===== src/rv64_decode_macros.svh =====
`ifndef RV64_DECODE_MACROS_SVH
`define RV64_DECODE_MACROS_SVH

// instruction word width
`define INST_W 32

// register data width, also the immediate width
`define XLEN 64

// architectural register index width
`define REG_IDX_W 5

// opcode field position in the instruction word
`define OPC_MSB 6
`define OPC_LSB 0

`endif


===== src/rv64_decode_pkg.sv =====
`include "rv64_decode_macros.svh"

package rv64_decode_pkg;

  // major opcode groups taken from inst[6:0]
  typedef enum logic [3:0] {
    OPC_LOAD, OPC_STORE, OPC_BRANCH, OPC_JALR, OPC_JAL,
    OPC_OP_IMM, OPC_OP_IMM_32, OPC_OP, OPC_OP_32,
    OPC_AUIPC, OPC_LUI, OPC_SYSTEM, OPC_OTHER
  } opc_class_e;

  // operand layout of the word
  typedef enum logic [2:0] {
    FMT_NONE, FMT_R, FMT_I, FMT_S, FMT_B, FMT_U, FMT_J
  } inst_fmt_e;

  typedef enum logic [4:0] {
    ALU_NONE = 5'd0,
    ALU_ADD, ALU_SUB, ALU_XOR, ALU_AND, ALU_OR,
    ALU_SLL, ALU_SRL, ALU_SRA, ALU_SLT, ALU_SLTU,
    ALU_BEQ, ALU_BNE, ALU_BLT, ALU_BGE, ALU_BLTU, ALU_BGEU
  } alu_op_e;

  // access width and signedness for loads and stores
  typedef enum logic [3:0] {
    MEM_NONE = 4'd0,
    MEM_LB, MEM_LBU, MEM_LH, MEM_LHU, MEM_LW, MEM_LWU, MEM_LD,
    MEM_SB, MEM_SH, MEM_SW, MEM_SD
  } mem_op_e;

  typedef enum logic [3:0] {
    EXC_NONE = 4'd0,
    EXC_AUIPC, EXC_LUI, EXC_JAL, EXC_JALR, EXC_LOAD, EXC_STORE,
    EXC_BRANCH, EXC_OPIMM, EXC_OPIMM32, EXC_OP, EXC_OP32, EXC_EBREAK
  } exc_op_e;

  // next pc selection
  typedef enum logic [1:0] {
    PC_INC4, PC_BRANCH, PC_JAL, PC_JALR
  } pc_op_e;

  typedef struct packed {
    logic [`REG_IDX_W-1:0] rs1;
    logic [`REG_IDX_W-1:0] rs2;
    logic [`REG_IDX_W-1:0] rd;
  } reg_idx_t;

  // full bundle handed to execute
  typedef struct packed {
    reg_idx_t          regs;
    logic [`XLEN-1:0]  imm;
    alu_op_e           alu_op;
    mem_op_e           mem_op;
    exc_op_e           exc_op;
    pc_op_e            pc_op;
  } decoded_t;

endpackage


===== src/inst_classify.sv =====
`timescale 1ns/1ps
`include "rv64_decode_macros.svh"

module inst_classify import rv64_decode_pkg::*; (
  input  logic [`INST_W-1:0] inst,
  output opc_class_e         opc_class,
  output inst_fmt_e          fmt,
  output exc_op_e            exc_op,
  output pc_op_e             pc_op
);

  logic is_ebreak;

  // standard rv64 major opcodes
  always_comb begin
    case (inst[`OPC_MSB:`OPC_LSB])
      7'b0000011: opc_class = OPC_LOAD;
      7'b0100011: opc_class = OPC_STORE;
      7'b1100011: opc_class = OPC_BRANCH;
      7'b1100111: opc_class = OPC_JALR;
      7'b1101111: opc_class = OPC_JAL;
      7'b0010011: opc_class = OPC_OP_IMM;
      7'b0011011: opc_class = OPC_OP_IMM_32;
      7'b0110011: opc_class = OPC_OP;
      7'b0111011: opc_class = OPC_OP_32;
      7'b0010111: opc_class = OPC_AUIPC;
      7'b0110111: opc_class = OPC_LUI;
      7'b1110011: opc_class = OPC_SYSTEM;
      default:    opc_class = OPC_OTHER;
    endcase
  end

  // func3 zero and imm field of one
  assign is_ebreak = (opc_class == OPC_SYSTEM) && (inst[14:12] == 3'b000) &&
                     (inst[31:20] == 12'd1);

  always_comb begin
    fmt    = FMT_NONE;
    pc_op  = PC_INC4;
    exc_op = EXC_NONE;
    case (opc_class)
      OPC_LOAD:      begin fmt = FMT_I; exc_op = EXC_LOAD;    end
      OPC_STORE:     begin fmt = FMT_S; exc_op = EXC_STORE;   end
      OPC_OP_IMM:    begin fmt = FMT_I; exc_op = EXC_OPIMM;   end
      OPC_OP_IMM_32: begin fmt = FMT_I; exc_op = EXC_OPIMM32; end
      OPC_OP:        begin fmt = FMT_R; exc_op = EXC_OP;      end
      OPC_OP_32:     begin fmt = FMT_R; exc_op = EXC_OP32;    end
      OPC_AUIPC:     begin fmt = FMT_U; exc_op = EXC_AUIPC;   end
      OPC_LUI:       begin fmt = FMT_U; exc_op = EXC_LUI;     end
      OPC_BRANCH:    begin fmt = FMT_B; exc_op = EXC_BRANCH; pc_op = PC_BRANCH; end
      OPC_JAL:       begin fmt = FMT_J; exc_op = EXC_JAL;    pc_op = PC_JAL;    end
      OPC_JALR:      begin fmt = FMT_I; exc_op = EXC_JALR;   pc_op = PC_JALR;   end
      default:       ;
    endcase
    // ebreak wins over everything else
    if (is_ebreak) begin
      exc_op = EXC_EBREAK;
    end
  end

endmodule


===== src/operand_extract.sv =====
`timescale 1ns/1ps
`include "rv64_decode_macros.svh"

module operand_extract import rv64_decode_pkg::*; (
  input  logic [`INST_W-1:0] inst,
  input  inst_fmt_e          fmt,
  output reg_idx_t           regs,
  output logic [`XLEN-1:0]   imm
);

  logic use_rs1;
  logic use_rs2;
  logic use_rd;

  // which index fields the format actually carries
  assign use_rs1 = (fmt == FMT_R) || (fmt == FMT_I) || (fmt == FMT_S) || (fmt == FMT_B);
  assign use_rs2 = (fmt == FMT_R) || (fmt == FMT_S) || (fmt == FMT_B);
  assign use_rd  = (fmt == FMT_R) || (fmt == FMT_I) || (fmt == FMT_U) || (fmt == FMT_J);

  assign regs.rs1 = use_rs1 ? inst[19:15] : '0;
  assign regs.rs2 = use_rs2 ? inst[24:20] : '0;
  assign regs.rd  = use_rd  ? inst[11:7]  : '0;

  // sign bit is always inst[31]
  always_comb begin
    case (fmt)
      FMT_I: imm = {{(`XLEN-11){inst[31]}}, inst[30:20]};
      FMT_S: imm = {{(`XLEN-11){inst[31]}}, inst[30:25], inst[11:7]};
      FMT_B: imm = {{(`XLEN-12){inst[31]}}, inst[7], inst[30:25], inst[11:8], 1'b0};
      FMT_U: imm = {{(`XLEN-31){inst[31]}}, inst[30:12], 12'b0};
      FMT_J: begin
        imm = {{(`XLEN-20){inst[31]}}, inst[19:12], inst[20], inst[30:21], 1'b0};
      end
      default: imm = '0;
    endcase
  end

endmodule


===== src/op_decode.sv =====
`timescale 1ns/1ps
`include "rv64_decode_macros.svh"

module op_decode import rv64_decode_pkg::*; (
  input  logic [`INST_W-1:0] inst,
  input  opc_class_e         opc_class,
  output alu_op_e            alu_op,
  output mem_op_e            mem_op
);

  logic [2:0] func3;
  logic [6:0] func7;
  logic       f7_zero;
  logic       f7_alt;

  assign func3   = inst[14:12];
  assign func7   = inst[31:25];
  assign f7_zero = (func7 == 7'b0000000);
  assign f7_alt  = (func7 == 7'b0100000);

  always_comb begin
    alu_op = ALU_NONE;
    case (opc_class)
      OPC_LOAD, OPC_STORE, OPC_JAL, OPC_AUIPC: alu_op = ALU_ADD;
      OPC_JALR: if (func3 == 3'b000) alu_op = ALU_ADD;
      OPC_BRANCH: begin
        case (func3)
          3'b000:  alu_op = ALU_BEQ;
          3'b001:  alu_op = ALU_BNE;
          3'b100:  alu_op = ALU_BLT;
          3'b101:  alu_op = ALU_BGE;
          3'b110:  alu_op = ALU_BLTU;
          3'b111:  alu_op = ALU_BGEU;
          default: alu_op = ALU_NONE;
        endcase
      end
      OPC_OP_IMM: begin
        // rv64 shamt is six bits, so only func7[6:1] is checked
        case (func3)
          3'b000: alu_op = ALU_ADD;
          3'b010: alu_op = ALU_SLT;
          3'b011: alu_op = ALU_SLTU;
          3'b100: alu_op = ALU_XOR;
          3'b110: alu_op = ALU_OR;
          3'b111: alu_op = ALU_AND;
          3'b001: if (func7[6:1] == 6'b000000) alu_op = ALU_SLL;
          3'b101: begin
            if (func7[6:1] == 6'b000000) alu_op = ALU_SRL;
            else if (func7[6:1] == 6'b010000) alu_op = ALU_SRA;
          end
          default: alu_op = ALU_NONE;
        endcase
      end
      OPC_OP_IMM_32: begin
        case (func3)
          3'b000: alu_op = ALU_ADD;
          3'b001: if (f7_zero) alu_op = ALU_SLL;
          3'b101: alu_op = f7_zero ? ALU_SRL : (f7_alt ? ALU_SRA : ALU_NONE);
          default: alu_op = ALU_NONE;
        endcase
      end
      OPC_OP, OPC_OP_32: begin
        // the word forms have no compare or logic ops
        case (func3)
          3'b000: alu_op = f7_zero ? ALU_ADD : (f7_alt ? ALU_SUB : ALU_NONE);
          3'b001: if (f7_zero) alu_op = ALU_SLL;
          3'b101: alu_op = f7_zero ? ALU_SRL : (f7_alt ? ALU_SRA : ALU_NONE);
          3'b010: if (f7_zero && opc_class == OPC_OP) alu_op = ALU_SLT;
          3'b011: if (f7_zero && opc_class == OPC_OP) alu_op = ALU_SLTU;
          3'b100: if (f7_zero && opc_class == OPC_OP) alu_op = ALU_XOR;
          3'b110: if (f7_zero && opc_class == OPC_OP) alu_op = ALU_OR;
          3'b111: if (f7_zero && opc_class == OPC_OP) alu_op = ALU_AND;
          default: alu_op = ALU_NONE;
        endcase
      end
      default: alu_op = ALU_NONE;
    endcase
  end

  // width and signedness of the access
  always_comb begin
    mem_op = MEM_NONE;
    if (opc_class == OPC_LOAD) begin
      case (func3)
        3'b000:  mem_op = MEM_LB;
        3'b001:  mem_op = MEM_LH;
        3'b010:  mem_op = MEM_LW;
        3'b011:  mem_op = MEM_LD;
        3'b100:  mem_op = MEM_LBU;
        3'b101:  mem_op = MEM_LHU;
        3'b110:  mem_op = MEM_LWU;
        default: mem_op = MEM_NONE;
      endcase
    end else if (opc_class == OPC_STORE) begin
      case (func3)
        3'b000:  mem_op = MEM_SB;
        3'b001:  mem_op = MEM_SH;
        3'b010:  mem_op = MEM_SW;
        3'b011:  mem_op = MEM_SD;
        default: mem_op = MEM_NONE;
      endcase
    end
  end

endmodule


===== src/decode_reg.sv =====
`timescale 1ns/1ps

module decode_reg import rv64_decode_pkg::*; (
  input  logic     clk,
  input  logic     rst,
  input  logic     in_valid,
  input  decoded_t in_dec,
  output logic     out_valid,
  output decoded_t out_dec
);

  // bundle is loaded only on a valid word, held otherwise
  always_ff @(posedge clk) begin
    if (rst) begin
      out_valid <= 1'b0;
      // all zero reads as none/none/none/inc4
      out_dec   <= '0;
    end else begin
      out_valid <= in_valid;
      if (in_valid) begin
        out_dec <= in_dec;
      end
    end
  end

endmodule


===== src/rv64_decoder.sv =====
`timescale 1ns/1ps
`include "rv64_decode_macros.svh"

module rv64_decoder import rv64_decode_pkg::*; (
  input  logic               clk,
  input  logic               rst,
  input  logic               inst_valid,
  input  logic [`INST_W-1:0] inst,
  output logic               dec_valid,
  output decoded_t           dec
);

  opc_class_e       opc_class;
  inst_fmt_e        fmt;
  exc_op_e          exc_op;
  pc_op_e           pc_op;
  reg_idx_t         regs;
  logic [`XLEN-1:0] imm;
  alu_op_e          alu_op;
  mem_op_e          mem_op;
  decoded_t         dec_next;

  inst_classify i_classify (
    .inst      (inst),
    .opc_class (opc_class),
    .fmt       (fmt),
    .exc_op    (exc_op),
    .pc_op     (pc_op)
  );

  operand_extract i_operands (
    .inst (inst),
    .fmt  (fmt),
    .regs (regs),
    .imm  (imm)
  );

  op_decode i_op_decode (
    .inst      (inst),
    .opc_class (opc_class),
    .alu_op    (alu_op),
    .mem_op    (mem_op)
  );

  // combinational result packed for the output register
  assign dec_next = '{regs: regs, imm: imm, alu_op: alu_op, mem_op: mem_op,
                      exc_op: exc_op, pc_op: pc_op};

  decode_reg i_decode_reg (
    .clk       (clk),
    .rst       (rst),
    .in_valid  (inst_valid),
    .in_dec    (dec_next),
    .out_valid (dec_valid),
    .out_dec   (dec)
  );

endmodule


===== config.mk =====
export PLATFORM = sky130hd
export DESIGN_NAME = rv64_decoder
export DESIGN_NICKNAME = d
export VERILOG_FILES = /design/src/rv64_decode_pkg.sv /design/src/inst_classify.sv /design/src/operand_extract.sv /design/src/op_decode.sv /design/src/decode_reg.sv /design/src/rv64_decoder.sv
export VERILOG_INCLUDE_DIRS = /design/src
export SDC_FILE = /design/constraint.sdc
export NUM_CORES = 1
export LEC_CHECK = 0
export CAP_MARGIN = 15
export CORE_MARGIN = 2
export CORE_UTILIZATION = 28
export CTS_CLUSTER_SIZE = 16
export DETAILED_ROUTE_END_ITERATION = 8
export DONT_BUFFER_PORTS = 1
export HOLD_SLACK_MARGIN = 0.06
export SLEW_MARGIN = 20
export SYNTH_ARGS = -nofsm -noshare
export SYNTH_HDL_FRONTEND = slang
export SYNTH_HIERARCHICAL = 1
export SYNTH_SLANG_ARGS = --single-unit
export TNS_END_PERCENT = 30

===== constraint.sdc =====
create_clock -name clk -period 3.34 [get_ports clk]
set_input_delay 0.334 -clock clk [delete_from_list [all_inputs] [get_ports clk]]
set_output_delay 0.334 -clock clk [all_outputs]
set_load 0.02 [all_outputs]

* After elaboration in Yosys (flattened, before gate mapping) *
Index checks and enable logic that the tools add are counted.

storage, ports and cells
  register bits = 95
  input port bits = 35
  word-level logic and storage cells = 98
  output and inout port bits = 95

cells by class
  mux-type cells = 32
  eq/ne operators = 39
  reduce and logical (&&, ||, !) cells = 18

operators by type and width
  cell                 count
  $pmux 64 s5          1
  $pmux 5 s8           2
  $pmux 5 s6           2
  $pmux 4 s12          1
  $pmux 4 s11          1
  $eq 7x6->1 const B   5
  $mux 5               6
  $eq 7x7->1 const B   4
  $mux 4               7
  $eq 3x3->1 const B   7
  $eq 7x5->1 const B   3
  $pmux 3 s7           1
  $pmux 3 s6           1
  $eq 4x3->1 const B   4
  $eq 4x4->1 const B   4
  $pmux 4 s4           1
  $pmux 5 s3           1
  $eq 12x1->1 const B  1
  $eq 3x2->1 const B   4
  $mux 3               4
  $eq 4x2->1 const B   2
  $reduce_or 4->1      2
  $eq 7x2->1 const B   1
  $logic_not 7->1      1
  12 further kinds     23

* Logic depth before layout (Yosys ltp) *
Gate-level depths: netlist of the first run.

  word-level depth = 10
  mapped depth = 12

* Hierarchy *
Netlist of the first run, hierarchy kept.

by module, submodules not included
  module           cells an instance  times used  sequential area each (um2)  area an instance (um2)
  decode_reg       306                1           1901.8                      3378.2
  operand_extract  133                1           0.0                         937.1
  op_decode        93                 1           0.0                         613.1
  inst_classify    66                 1           0.0                         424.2

* Worst setup path before layout of the first run *
Ideal clock, no wire load.

  path type = input to register
  start = in inst[6]
  end = reg i_decode_reg/out_dec[78] in the netlist's numbering
  library setup time = 0.065 ns
  cell stages on the path = 11
  setup slack = -0.033 ns
  arrival = 3.308 ns
  path through = buf_2 -> nor2b_1 -> nand2_1 -> o211a_1 -> a211oi_1 -> buf_4 -> o21ai_0 -> a21oi_1 -> buf_4 -> mux2i_1 -> nor2_1

between the ends
  longest elaborated chain between the ends = 7

RTL lines
  what                                                          RTL line               source
  start: declaration                                            rv64_decoder.sv:8      input logic [`INST_W-1:0] inst,
  $eq 7x7->1, or another cell as far along                      inst_classify.sv:16    case (inst[`OPC_MSB:`OPC_LSB])
  $pmux 4 s12 (*)                                               inst_classify.sv:16
  $eq 4x3->1, or another cell as far along                      inst_classify.sv:41    case (opc_class)
  $reduce_or 4->1 (no line) or $reduce_or 2->1 (tied branches)  -
  $pmux 3 s6 (*)                                                inst_classify.sv:41
  via fmt[2]                                                    rv64_decoder.sv:14     inst_fmt_e fmt;
  $eq 3x3->1 or $eq 3x2->1 (tied branches)                      operand_extract.sv:26  case (fmt)
  $pmux 64 s5 (*)                                               operand_extract.sv:26
  via imm[63]                                                   rv64_decoder.sv:18     logic [`XLEN-1:0] imm;
  end signal: assignment                                        decode_reg.sv:21       out_dec <= in_dec;
  end: declaration                                              decode_reg.sv:9        output decoded_t out_dec

The timed path passes the listed nets; every way through them passes the cells marked *.
A chain may end at the register's enable or synchronous reset.

* Worst setup path after layout of the first run *
  start = in inst[5]
  end = reg i_decode_reg/out_dec[11] in the netlist's numbering

between the ends
  longest elaborated chain between the ends = 7

RTL lines
  what                                      RTL line                                           source
  $eq 7x7->1, or another cell as far along  inst_classify.sv:16
  $pmux 4 s12 (*)                           inst_classify.sv:16
  via opc_class[2]                          rv64_decoder.sv:13                                 opc_class_e opc_class;
  $eq 4x3->1                                op_decode.sv:23, op_decode.sv:69, op_decode.sv:70
  $logic_and 1x1->1                         op_decode.sv:69, op_decode.sv:70
  $mux 2 or $mux 4 (tied branches)          op_decode.sv:70, op_decode.sv:69
  $pmux 5 s8                                op_decode.sv:64                                    case (func3)
  $pmux 5 s6 (*)                            op_decode.sv:23                                    case (opc_class)
  via alu_op[1]                             rv64_decoder.sv:19                                 alu_op_e alu_op;

Marked as above.

==> results of run 1 <==
==> cells in the final DEF (no fill, tap or decap), types with 4 or more instances in the layout <==
cell type | Yosys | routed
sky130_fd_sc_hd__buf_4 | 44 | 8
sky130_fd_sc_hd__nor4_1 | 4 | 4
sky130_fd_sc_hd__clkbuf_16 | 0 | 9
sky130_fd_sc_hd__nand2b_1 | 5 | 5
sky130_fd_sc_hd__o211ai_1 | 20 | 20
sky130_fd_sc_hd__a21oi_1 | 10 | 9
sky130_fd_sc_hd__nand3_1 | 4 | 4
sky130_fd_sc_hd__a221o_1 | 4 | 4
sky130_fd_sc_hd__nor2b_1 | 15 | 15
sky130_fd_sc_hd__nor2_1 | 113 | 113
sky130_fd_sc_hd__nor3_1 | 5 | 4
sky130_fd_sc_hd__nand2_1 | 26 | 26
sky130_fd_sc_hd__and3_1 | 5 | 5
sky130_fd_sc_hd__mux2i_1 | 97 | 97
sky130_fd_sc_hd__a21boi_1 | 5 | 5
sky130_fd_sc_hd__o21bai_1 | 4 | 4
sky130_fd_sc_hd__xnor2_1 | 5 | 4
sky130_fd_sc_hd__dfxtp_1 | 95 | 95
sky130_fd_sc_hd__and4b_1 | 4 | 4
sky130_fd_sc_hd__nand3b_1 | 5 | 5
sky130_fd_sc_hd__nor3b_1 | 16 | 16
sky130_fd_sc_hd__o21ai_0 | 7 | 7
sky130_fd_sc_hd__inv_1 | 6 | 6
sky130_fd_sc_hd__nor4b_1 | 6 | 6
==> final cells by class <==
type,count,area share
clock buffer,9,0.0411
sequential,95,0.347
multi-input combinational,413,0.522
tap,234,0.0534
inverter,6,0.00411
clock inverter,7,0.0158
timing repair buffer,9,0.0160
==> critical path, cell delays in order <==
cell and delay, ps:
sky130_fd_sc_hd__and2_1 160, sky130_fd_sc_hd__o21bai_1 150, sky130_fd_sc_hd__a31oi_1 100, sky130_fd_sc_hd__o21bai_1 590, sky130_fd_sc_hd__nand4b_1 410, sky130_fd_sc_hd__a2111oi_2 440
sky130_fd_sc_hd__o311a_1 200, sky130_fd_sc_hd__a2111o_1 100, sky130_fd_sc_hd__mux2i_1 60, sky130_fd_sc_hd__nor2_1 90
==> worst max-delay path by stage <==
stage	start	end	slack, ps
final	inst[5]	i_decode_reg/out_dec[11]	1000
after detailed placement	inst[5]	i_decode_reg/out_dec[11]	670
after floorplan	inst[6]	i_decode_reg/out_dec[78]	510
after global placement	inst[5]	i_decode_reg/out_dec[11]	690
after CTS	inst[6]	i_decode_reg/out_dec[11]	1040
after global routing	inst[5]	i_decode_reg/out_dec[10]	800
==> cell families (layout without fill, tap and decap cells) <==
family                   Yosys count  in the layout
AND/OR/NAND/NOR                  228            228
XOR/XNOR                           5              5
multiplexers                      97             97
flip-flops                        95             95
adder cells (fa/ha/maj)            2              2
AO/OA/AOI/OAI                     81             81
buffers and inverters             90             31
==> metal layers <==
metal  track usage  vias up  share of wire
met4        0.0326        0          0.010
met2         0.226      126           0.45
met3        0.0707       11           0.11
met1         0.181     1795           0.43
met5             0        -              0
li1              -     1939              -
==> registers in the layout, summed over array words and instances (netlist names) <==
name,cells
i_decode_reg/out_dec,94
i_decode_reg/out_valid,1
==> repair_timing <==
item / in CTS / in global routing
buffers inserted: 0 / 0
hold endpoints to repair: 95 / 0
setup endpoints to repair: 0 / 0
hold buffers: 1 / 0
==> power by group <==
part / total [mW] / internal, mW / switching [mW]
Combinational: 0.178 / 0.0861 / 0.0917
Clock: 1.05 / 0.535 / 0.520
Sequential: 1.19 / 1.15 / 0.0361
Total: 2.42 / 1.77 / 0.648
==> through the flow <==
stage	setup WS (ps)	total power, mW	std cells	utilization
floorplan	511	1.43	598	-
global placement	685	1.37	756	0.274
detailed placement	673	1.37	756	0.275
CTS	1040	2.47	773	0.293
global route	797	2.54	773	0.293
finish	1000	2.42	773	0.293
==> reports/results.md, run 1 <==
### Logic synthesis
* 0.00468 — adder and majority cell fraction of the synthesized area
* simple AND/OR/NAND/NOR gates — combinational family with the most area after synthesis
* 95 — post-synthesis sequential element count
* 5350 µm² — post-synth design cell area
* 6 — Yosys Warn Count
* sky130_fd_sc_hd__nor2_1 (113), sky130_fd_sc_hd__mux2i_1 (97), sky130_fd_sc_hd__dfxtp_1 (95), sky130_fd_sc_hd__buf_4 (44), sky130_fd_sc_hd__nand2_1 (26) — Post-synth top cells
* sky130_fd_sc_hd__dfxtp_1 — Most used DFF post-synth
* 0.181 — proportion of synthesized area in mux cells
* 61 — count of distinct cell types in the synthesized netlist
* sky130_fd_sc_hd__dfxtp_1 (36%), sky130_fd_sc_hd__mux2i_1 (18%), sky130_fd_sc_hd__nor2_1 (7.9%), sky130_fd_sc_hd__buf_4 (6.2%), sky130_fd_sc_hd__o211ai_1 (2.8%) — leading post-synthesis cells by cell area
* sky130_fd_sc_hd__nor2_1 — count leader, synth
* 0.355 — area share of the largest cell type after synthesis
* 0 — post-synthesis async set-or-reset flop share
* 8.95 µm² — synthesized area per cell
* 635 — Mapped Nets
* 0.00818 — xor and xnor fraction of the mapped netlist area
* 0 — number of synthesized flops with an enable pin
* 598 — Post-Syn Instances
* 0.114 — compound-gate portion of the synthesized area
* 0.355 — sequential fraction of the synthesis area
* 0.221 — post-synthesis simple-gate area fraction
* sky130_fd_sc_hd__dfxtp_1 — library cell with the largest summed area after synthesis

### Cells and area
* 5480 µm² — Layout Cell Area excl Fill
* 1900 µm² — sequential cell area
* 1978 — total of fill cells in the finished design
* 0.0668 — proportion of layout cells with a drive suffix above 1
* 0 — total inserted antenna cells
* 2.36% — Syn-to-layout area delta
* 571 — number of nets at the end of the flow
* 2860 µm² — footprint of the multi-input gates

### Floorplanning
* 50 — Site Rows
* 0.286 — initial cell density of the core
* 20200 µm² — total die area
* 142 µm — die extent in y
* 142 µm — Die Wd
* 130 — I/O pin cnt
* 18700 µm² — area of the placeable core

### Timing
* 0.490 — max-slew headroom at the worst pin
* false — RSZ-0062 raised after global routing
* 135 ps — worst hold margin
* 0 — number of setup violations in the final report
* 0.699 — share of the clock period used by the worst path after layout
* 0 ps — post-route clock skew
* 0 ps — sum of negative setup slack
* 428 MHz — Peak Freq
* 0 — pins over their slew limit
* 0 — endpoints failing hold
* 765 ps — pin slew with the least headroom to its limit
* 2340 ps — minimum period implied by the final worst setup slack

### Worst setup path
* in2reg — critical path start-end classification
* 15 — maximum fanout along the worst path
* 2630 ps — worst endpoint data arrival time
* 3640 ps — critical path data required time
* flip-flop — Setup crit end kind
* 2550 ps — reg-to-reg slack, setup
* input pin — kind of launch point of the worst setup path
* i_decode_reg/out_dec[80] — Reg2Reg Launch Point
* 2 — Worst Reg2Reg Path Length in Cells
* i_decode_reg/out_dec[80] — reg2reg end

### Route
* 5.01 — vias per std cell
* 0 — DRC violations left
* 18.7 µm — WL/cell
* 3871 — via count of the routed design
* 14.5 mm — Detailed Route WL
* 244 — number of violations reported at the end of detailed-routing iteration 0
* 4 — drt first pass iters
* 0 — Antenna Nets Post-Route

### Min path
* 2 — number of instances on the worst hold path
* i_decode_reg/out_dec[67] — Hold Path Sink
* inst_valid — Hold Path Origin
* in2reg — worst hold path type

### Placed design
* 0 — PortBufs
* 0.854 — routability cong.
* 9.97 mm — sum of net half-perimeters after detailed placement
* 5140 µm² — Area after DPL

### Clocking
* 95 — number of clock sinks
* 3 — depth of the CTS H-tree
* built — TritonCTS clock tree
* 0 — count of cells resized by post-cts repair
* 9 — clock buffers created by TritonCTS
* 2 — maximum clock path buffer count
* 80 ps — clock transition at the register clock pins on the worst setup and hold paths after CTS
* 360 ps — Worst-Skew Late Latency
* sky130_fd_sc_hd__clkbuf_16 — root buffer selected by CTS

### GRT
* 22.4 mm — wire length of the first global-routing pass
* 96 — maximum number of pins on one net before global-route repair
* 0.145 — All-Layer GR Usage
* 3751 — vias in the first global route
* 0 — number of antenna violations at the first check in global routing
* 0 — overall overflow remaining after global route

### Power and ir drop
* 245 µV — Max IR drop VDD
* 441 nW/µm² — Power Density
* 2.15 nW — cell leakage power

### Run status
* complete, no violations — outcome

### Run
* 0 — total of max-cap violations

Note: power is estimated with default switching activity, not from simulation.
==> inputs of run 2 (changes only) <==
--- a/config.mk
+++ b/config.mk
@@ -6,6 +6,7 @@
 export SDC_FILE = /design/constraint.sdc
 export NUM_CORES = 1
 export LEC_CHECK = 0
+export ABC_AREA = 1
 export CAP_MARGIN = 15
 export CORE_MARGIN = 2
 export CORE_UTILIZATION = 28
==> constraint.sdc (replaced) <==
create_clock -name clk -period 2.45 [get_ports clk]
set_input_delay 0.245 -clock clk [delete_from_list [all_inputs] [get_ports clk]]
set_output_delay 0.245 -clock clk [all_outputs]
set_load 0.02 [all_outputs]
==> reports/results.md, run 2 <==
### Worst setup path
* sky130_fd_sc_hd__nand2_1 — most common cell type on the critical path
* 2750 ps — critical path data required time
* inst[1] — Critical path origin
* 33 — maximum fanout along the worst path
* 240 ps — biggest cell delay along the critical path
* i_decode_reg/out_dec[16] — Reg2Reg Launch Point
* 2200 ps — worst endpoint data arrival time
* input pin — kind of launch point of the worst setup path
* flip-flop — Setup crit end kind
* 19 — total stage count of the critical path
* in2reg — critical path start-end classification
* nand2_1 -> inv_2 -> nand2_1 -> inv_2 -> nand2_1 -> nand2_1 -> nor2_1 -> nand3b_1 -> buf_4 -> nor2_8 -> nand2_4 -> nand2_1 -> nand2_1 -> nand2_1 -> buf_12 -> inv_1 -> nand2_1 -> nand2_1 -> nor2_1 — CP Cell Sequence
* 2 — Worst Reg2Reg Path Length in Cells
* simple AND/OR/NAND/NOR gates — family of cells with the greatest summed delay on the critical path
* i_decode_reg/out_dec[71] — end point of the critical path
* 5 — worst path bufs/invs
* sky130_fd_sc_hd__buf_4 — Critical Path Slowest Stage Cell
* i_decode_reg/out_dec[16] — reg2reg end
* 1690 ps — reg-to-reg slack, setup

### Cells and area
* 94 — max FFs per register
* 0.0881 — proportion of layout cells with a drive suffix above 1
* 974 — number of nets at the end of the flow
* 4.89% — Syn-to-layout area delta
* i_decode_reg/out_dec x94, i_decode_reg/out_valid x1 — largest registers in the final layout
* 1217 — final standard cell count with taps included and fillers excluded
* i_decode_reg/out_dec — register ranked first by flip-flop count
* 0 — total inserted antenna cells
* sky130_fd_sc_hd__nand2_1 — most common cell after layout, fill and taps aside
* sky130_fd_sc_hd__nand2_1 (310), sky130_fd_sc_hd__nor2_1 (233), sky130_fd_sc_hd__inv_1 (143) — most frequent cells in the layout

### Timing
* 0 ps — sum of negative setup slack
* 0 — endpoints failing hold
* 0 — number of setup violations in the final report
* 546 ps — smallest setup slack after layout
* false — RSZ-0062 raised after global routing
* 0 — pins over their slew limit
* 525 MHz — Peak Freq
* 0.777 — share of the clock period used by the worst path after layout
* 1900 ps — minimum period implied by the final worst setup slack
* 441 ps — pin slew with the least headroom to its limit
* 0.706 — max-slew headroom at the worst pin
* 0 ps — post-route clock skew

### Route
* 5205 — via count of the routed design
* 5 — drt first pass iters
* 0 — Antenna Nets Post-Route
* 0 — DRC violations left
* 13.6 µm — WL/cell
* 16.5 mm — Detailed Route WL
* 263 — number of violations reported at the end of detailed-routing iteration 0
* 4.28 — vias per std cell

### GRT
* 0 — overall overflow remaining after global route
* 0 — number of antenna violations at the first check in global routing
* 0.0498 — met3 Usage GRT
* met2 — routing layer with the top usage in global route
* 0.236 — met2 track demand over resource in global routing
* 25.6 mm — wire length of the first global-routing pass
* 114 — maximum number of pins on one net before global-route repair
* 0.149 — All-Layer GR Usage
* 0.180 — GR Util met1
* 4659 — vias in the first global route

### Logic synthesis
* 0 — number of synthesized flops with an enable pin
* 6 — Yosys Warn Count
* sky130_fd_sc_hd__dfxtp_1 — library cell with the largest summed area after synthesis
* 0.323 — sequential fraction of the synthesis area
* sky130_fd_sc_hd__dfxtp_1 (32%), sky130_fd_sc_hd__nand2_1 (20%), sky130_fd_sc_hd__nor2_1 (15%), sky130_fd_sc_hd__inv_1 (9.2%), sky130_fd_sc_hd__buf_4 (5.0%) — leading post-synthesis cells by cell area
* 0.323 — area share of the largest cell type after synthesis
* 31 — count of distinct cell types in the synthesized netlist
* 985 — Post-Syn Instances
* sky130_fd_sc_hd__dfxtp_1 — Most used DFF post-synth
* 0 — post-synthesis async set-or-reset flop share
* sky130_fd_sc_hd__nand2_1 (310), sky130_fd_sc_hd__nor2_1 (233), sky130_fd_sc_hd__inv_1 (144), sky130_fd_sc_hd__dfxtp_1 (95), sky130_fd_sc_hd__buf_4 (39) — Post-synth top cells
* 95 — post-synthesis sequential element count
* 5890 µm² — post-synth design cell area
* 5.98 µm² — synthesized area per cell
* sky130_fd_sc_hd__nand2_1 — count leader, synth
* 1022 — Mapped Nets

### Run status
* complete, no violations — outcome

### Clocking
* 7 — number of hold buffers added after cts
* 95 — number of clock sinks
* 3 — depth of the CTS H-tree
* 360 ps — Worst-Skew Late Latency
* 0 — count of cells resized by post-cts repair
* 80 ps — clock transition at the register clock pins on the worst setup and hold paths after CTS
* sky130_fd_sc_hd__clkbuf_16 — root buffer selected by CTS
* built — TritonCTS clock tree
* 0 — buffers inserted during post-CTS setup optimization
* 9 — clock buffers created by TritonCTS
* 2 — maximum clock path buffer count

### Placed design
* 0 — PortBufs
* 0.907 — routability cong.
* 1194 — total instance count after detailed placement
* 11.2 mm — sum of net half-perimeters after detailed placement
* 209 ps — post-placement worst setup slack

### Floorplanning
* 53 — Site Rows
* 149 µm — Die Wd
* 130 — I/O pin cnt
* 149 µm — die extent in y
* 0.283 — initial cell density of the core
* 20800 µm² — area of the placeable core
* 22200 µm² — total die area

### Power and ir drop
* 276 µV — Max IR drop VDD
* 3.68 mW — total power after layout
* 3.14 nW — cell leakage power
* 597 nW/µm² — Power Density

### Min path
* 3 — number of instances on the worst hold path
* in2reg — worst hold path type

### Run
* 0 — total of max-cap violations

run 2: kinds of logic after synthesis:
family,after synthesis,synth area share
flops,95,0.323
compound gates,23,0.0227
fa+ha+maj,2,0.00425
simple gates,636,0.455
buf+inv,229,0.195
run 2: worst min path at each step:
stage | start | to | slack, ps
after floorplan | rst | i_decode_reg/out_valid | 320
after global placement | rst | i_decode_reg/out_valid | 320
after detailed placement | rst | i_decode_reg/out_valid | 330
after CTS | inst_valid | i_decode_reg/out_dec[14] | 70
after global routing | inst_valid | i_decode_reg/out_dec[14] | 90
final | inst_valid | i_decode_reg/out_dec[40] | 70
run 2: power by group:
group | total, mW | switching (mW) | internal (mW) | leakage (nW)
clock | 1.47 | 0.741 | 0.733 | 0.151
combinational | 0.416 | 0.268 | 0.148 | 2.20
sequential | 1.79 | 0.166 | 1.63 | 0.783
total | 3.68 | 1.17 | 2.51 | 3.14
run 2: metal layers:
metal / up-vias / part of all wire
met5: - / 0
met4: 0 / 0.037
met3: 32 / 0.081
met2: 136 / 0.45
met1: 2278 / 0.43
li1: 2759 / -
run 2: layout make-up:
| class | instances | area [µm²] |
|---|---|---|
| clock buffers | 9 | 225 |
| flip-flops and latches | 95 | 1900 |
| inverters | 156 | 593 |
| clock inverters | 7 | 86.3 |
| repair buffers | 14 | 185 |
| well taps | 275 | 344 |
| fillers | 2400 | 14600 |
| multi-input cells | 661 | 2840 |
run 2: per-stage QoR:
| stage | cell area (µm²) | hold WS (ps) | utilization |
|---|---|---|---|
| floorplan | 5890 | 316 | - |
| global placement | 5750 | 324 | 0.276 |
| detailed placement | 5750 | 326 | 0.276 |
| CTS | 6170 | 65.0 | 0.296 |
| global route | 6170 | 86.9 | 0.296 |
| finish | 6170 | 71.3 | 0.296 |
run 2: worst min-delay path: cells and delay by family:
kind          cells  cell delay (ps)
simple gates      3              140
==> inputs of run 3 (changes only) <==
==> constraint.sdc (replaced) <==
create_clock -name clk -period 1.6 [get_ports clk]
set_input_delay 0.16 -clock clk [delete_from_list [all_inputs] [get_ports clk]]
set_output_delay 0.16 -clock clk [all_outputs]
set_load 0.02 [all_outputs]
==> reports/results.md, run 3 (synthesized netlist as in run 2, its figures left out) <==
### GRT
* 0.148 — All-Layer GR Usage
* 190 — maximum number of pins on one net before global-route repair
* 5219 — vias in the first global route
* 26.0 mm — wire length of the first global-routing pass
* 0 — overall overflow remaining after global route
* 0 — number of antenna violations at the first check in global routing

### Worst setup path
* 240 ps — biggest cell delay along the critical path
* 16 — maximum fanout along the worst path
* nor2_4 -> nand2_4 -> nor2_1 -> nand3b_1 -> buf_4 -> clkbuf_16 -> nand2_1 -> nand2_4 -> nand2_8 -> nand2_4 -> inv_1 -> nand2_1 -> nand2_1 -> nor2_1 — CP Cell Sequence
* 1810 ps — worst endpoint data arrival time
* 1900 ps — critical path data required time
* simple AND/OR/NAND/NOR gates — family of cells with the greatest summed delay on the critical path
* 3 — worst path bufs/invs
* in2reg — critical path start-end classification
* flip-flop — Setup crit end kind
* sky130_fd_sc_hd__nand3b_1 — Critical Path Slowest Stage Cell
* input pin — kind of launch point of the worst setup path

### Floorplanning
* 22200 µm² — total die area
* 0.283 — initial cell density of the core
* 149 µm — Die Wd
* 130 — I/O pin cnt
* 149 µm — die extent in y
* 20800 µm² — area of the placeable core
* 53 — Site Rows

### Cells and area
* sky130_fd_sc_hd__nand2_1 — most common cell after layout, fill and taps aside
* 94 — max FFs per register
* 0 — total inserted antenna cells
* 2279 — total of fill cells in the finished design
* 0.360 — share of the core filled with cells in the final layout
* i_decode_reg/out_dec x94, i_decode_reg/out_valid x1 — largest registers in the final layout
* 27.2% — Syn-to-layout area delta
* 0.132 — proportion of layout cells with a drive suffix above 1
* 3010 µm² — footprint of the multi-input gates
* 1096 — number of nets at the end of the flow
* 1900 µm² — sequential cell area
* sky130_fd_sc_hd__nand2_1 (297), sky130_fd_sc_hd__nor2_1 (223), sky130_fd_sc_hd__inv_1 (141) — most frequent cells in the layout
* 1339 — final standard cell count with taps included and fillers excluded
* i_decode_reg/out_dec — register ranked first by flip-flop count

### Power and ir drop
* 3.74 nW — cell leakage power
* 393 µV — Max IR drop VDD
* 769 nW/µm² — Power Density

### Timing
* 16 — endpoints failing hold
* 0 ps — post-route clock skew
* 0 — pins over their slew limit
* 0 — number of setup violations in the final report
* -36.7 ps — worst hold margin
* 659 MHz — Peak Freq
* 0.707 — max-slew headroom at the worst pin
* 0.948 — share of the clock period used by the worst path after layout
* 439 ps — pin slew with the least headroom to its limit
* true — RSZ-0062 raised after global routing
* 1520 ps — minimum period implied by the final worst setup slack

### Clocking
* sky130_fd_sc_hd__clkbuf_16 — root buffer selected by CTS
* 95 — number of clock sinks
* built — TritonCTS clock tree
* 3 — depth of the CTS H-tree
* 9 — clock buffers created by TritonCTS
* 360 ps — Worst-Skew Late Latency
* 80 ps — clock transition at the register clock pins on the worst setup and hold paths after CTS
* 2 — maximum clock path buffer count

### Route
* 16.8 mm — Detailed Route WL
* 295 — number of violations reported at the end of detailed-routing iteration 0
* 8 — drt first pass iters
* 4.27 — vias per std cell
* 12.6 µm — WL/cell
* 5721 — via count of the routed design
* 0 — Antenna Nets Post-Route
* 0 — DRC violations left

### Placed design
* 0 — PortBufs
* 0.866 — routability cong.
* 1221 — total instance count after detailed placement
* 11.1 mm — sum of net half-perimeters after detailed placement

### Run status
* negative hold slack — violations in the final reports
* finished with violations — outcome

### Run
* 0 — total of max-cap violations

### Min path
* in2reg — worst hold path type

-- run 3: final timing paths --
kind | start | endpoint | slack, ps | cells past startpoint
worst max-delay path | inst[3] | i_decode_reg/out_dec[69] | 80 | 14
worst min-delay path | inst_valid | i_decode_reg/out_dec[34] | -40 | 3
worst max register to register | i_decode_reg/out_dec[78] | i_decode_reg/out_dec[78] | 310 | 3
worst min register to register | i_decode_reg/out_dec[13] | i_decode_reg/out_dec[13] | 580 | 2
-- run 3: where the power goes --
group          total, mW  internal, mW  switching (mW)  leakage [nW]
Sequential          2.74          2.49           0.252         0.783
Clock               2.16          1.09            1.07         0.142
Combinational      0.846         0.449           0.397          2.81
-- run 3: stage by stage --
| step | worst slack (ps) | hold WS (ps) | setup TNS, ps | power, mW | area (µm²) |
|---|---|---|---|---|---|
| 2_1_floorplan | -92.3 | 231 | -2920 | 3.37 | 5980 |
| 3_3_place_gp | -275 | 244 | -12440 | 3.38 | 6080 |
| 3_5_place_dp | -268 | 243 | -15260 | 3.39 | 6080 |
| 4_1_cts | 57.7 | -52.4 | 0 | 5.82 | 7330 |
| 5_1_grt | -34.2 | -47.0 | -368 | 6.07 | 7490 |
| 6_report | 83.5 | -36.7 | 0 | 5.76 | 7490 |
-- run 3: what timing repair did --
item | in CTS | in global routing
hold buffers | 96 | 2
endpoints found under the setup margin | 0 | 78
endpoints found under the hold margin | 95 | 88
gates resized for setup | 0 | 24
setup buffers | 0 | 2
-- run 3: final cells by class --
type	instances	area share
multi-input combinational	662	0.402
sequential	95	0.254
timing repair buffer	135	0.179
inverter	156	0.0802
tap	275	0.0459
clock buffer	9	0.0301
clock inverter	7	0.00886
-- run 3: metal layers --
metal  track usage  part of all wire  vias up
met5             0                 0        -
met4        0.0514             0.021        0
met3        0.0480             0.077       23
met2         0.259              0.49      133
met1         0.169              0.41     2561
li1              -                 -     3004
-- run 3: worst register-to-register path: stages (launching register included) --
cell,delay (ps)
sky130_fd_sc_hd__dfxtp_1,520
sky130_fd_sc_hd__nor2_1,70
sky130_fd_sc_hd__dlygate4sd3_1,560
sky130_fd_sc_hd__nor2_1,90
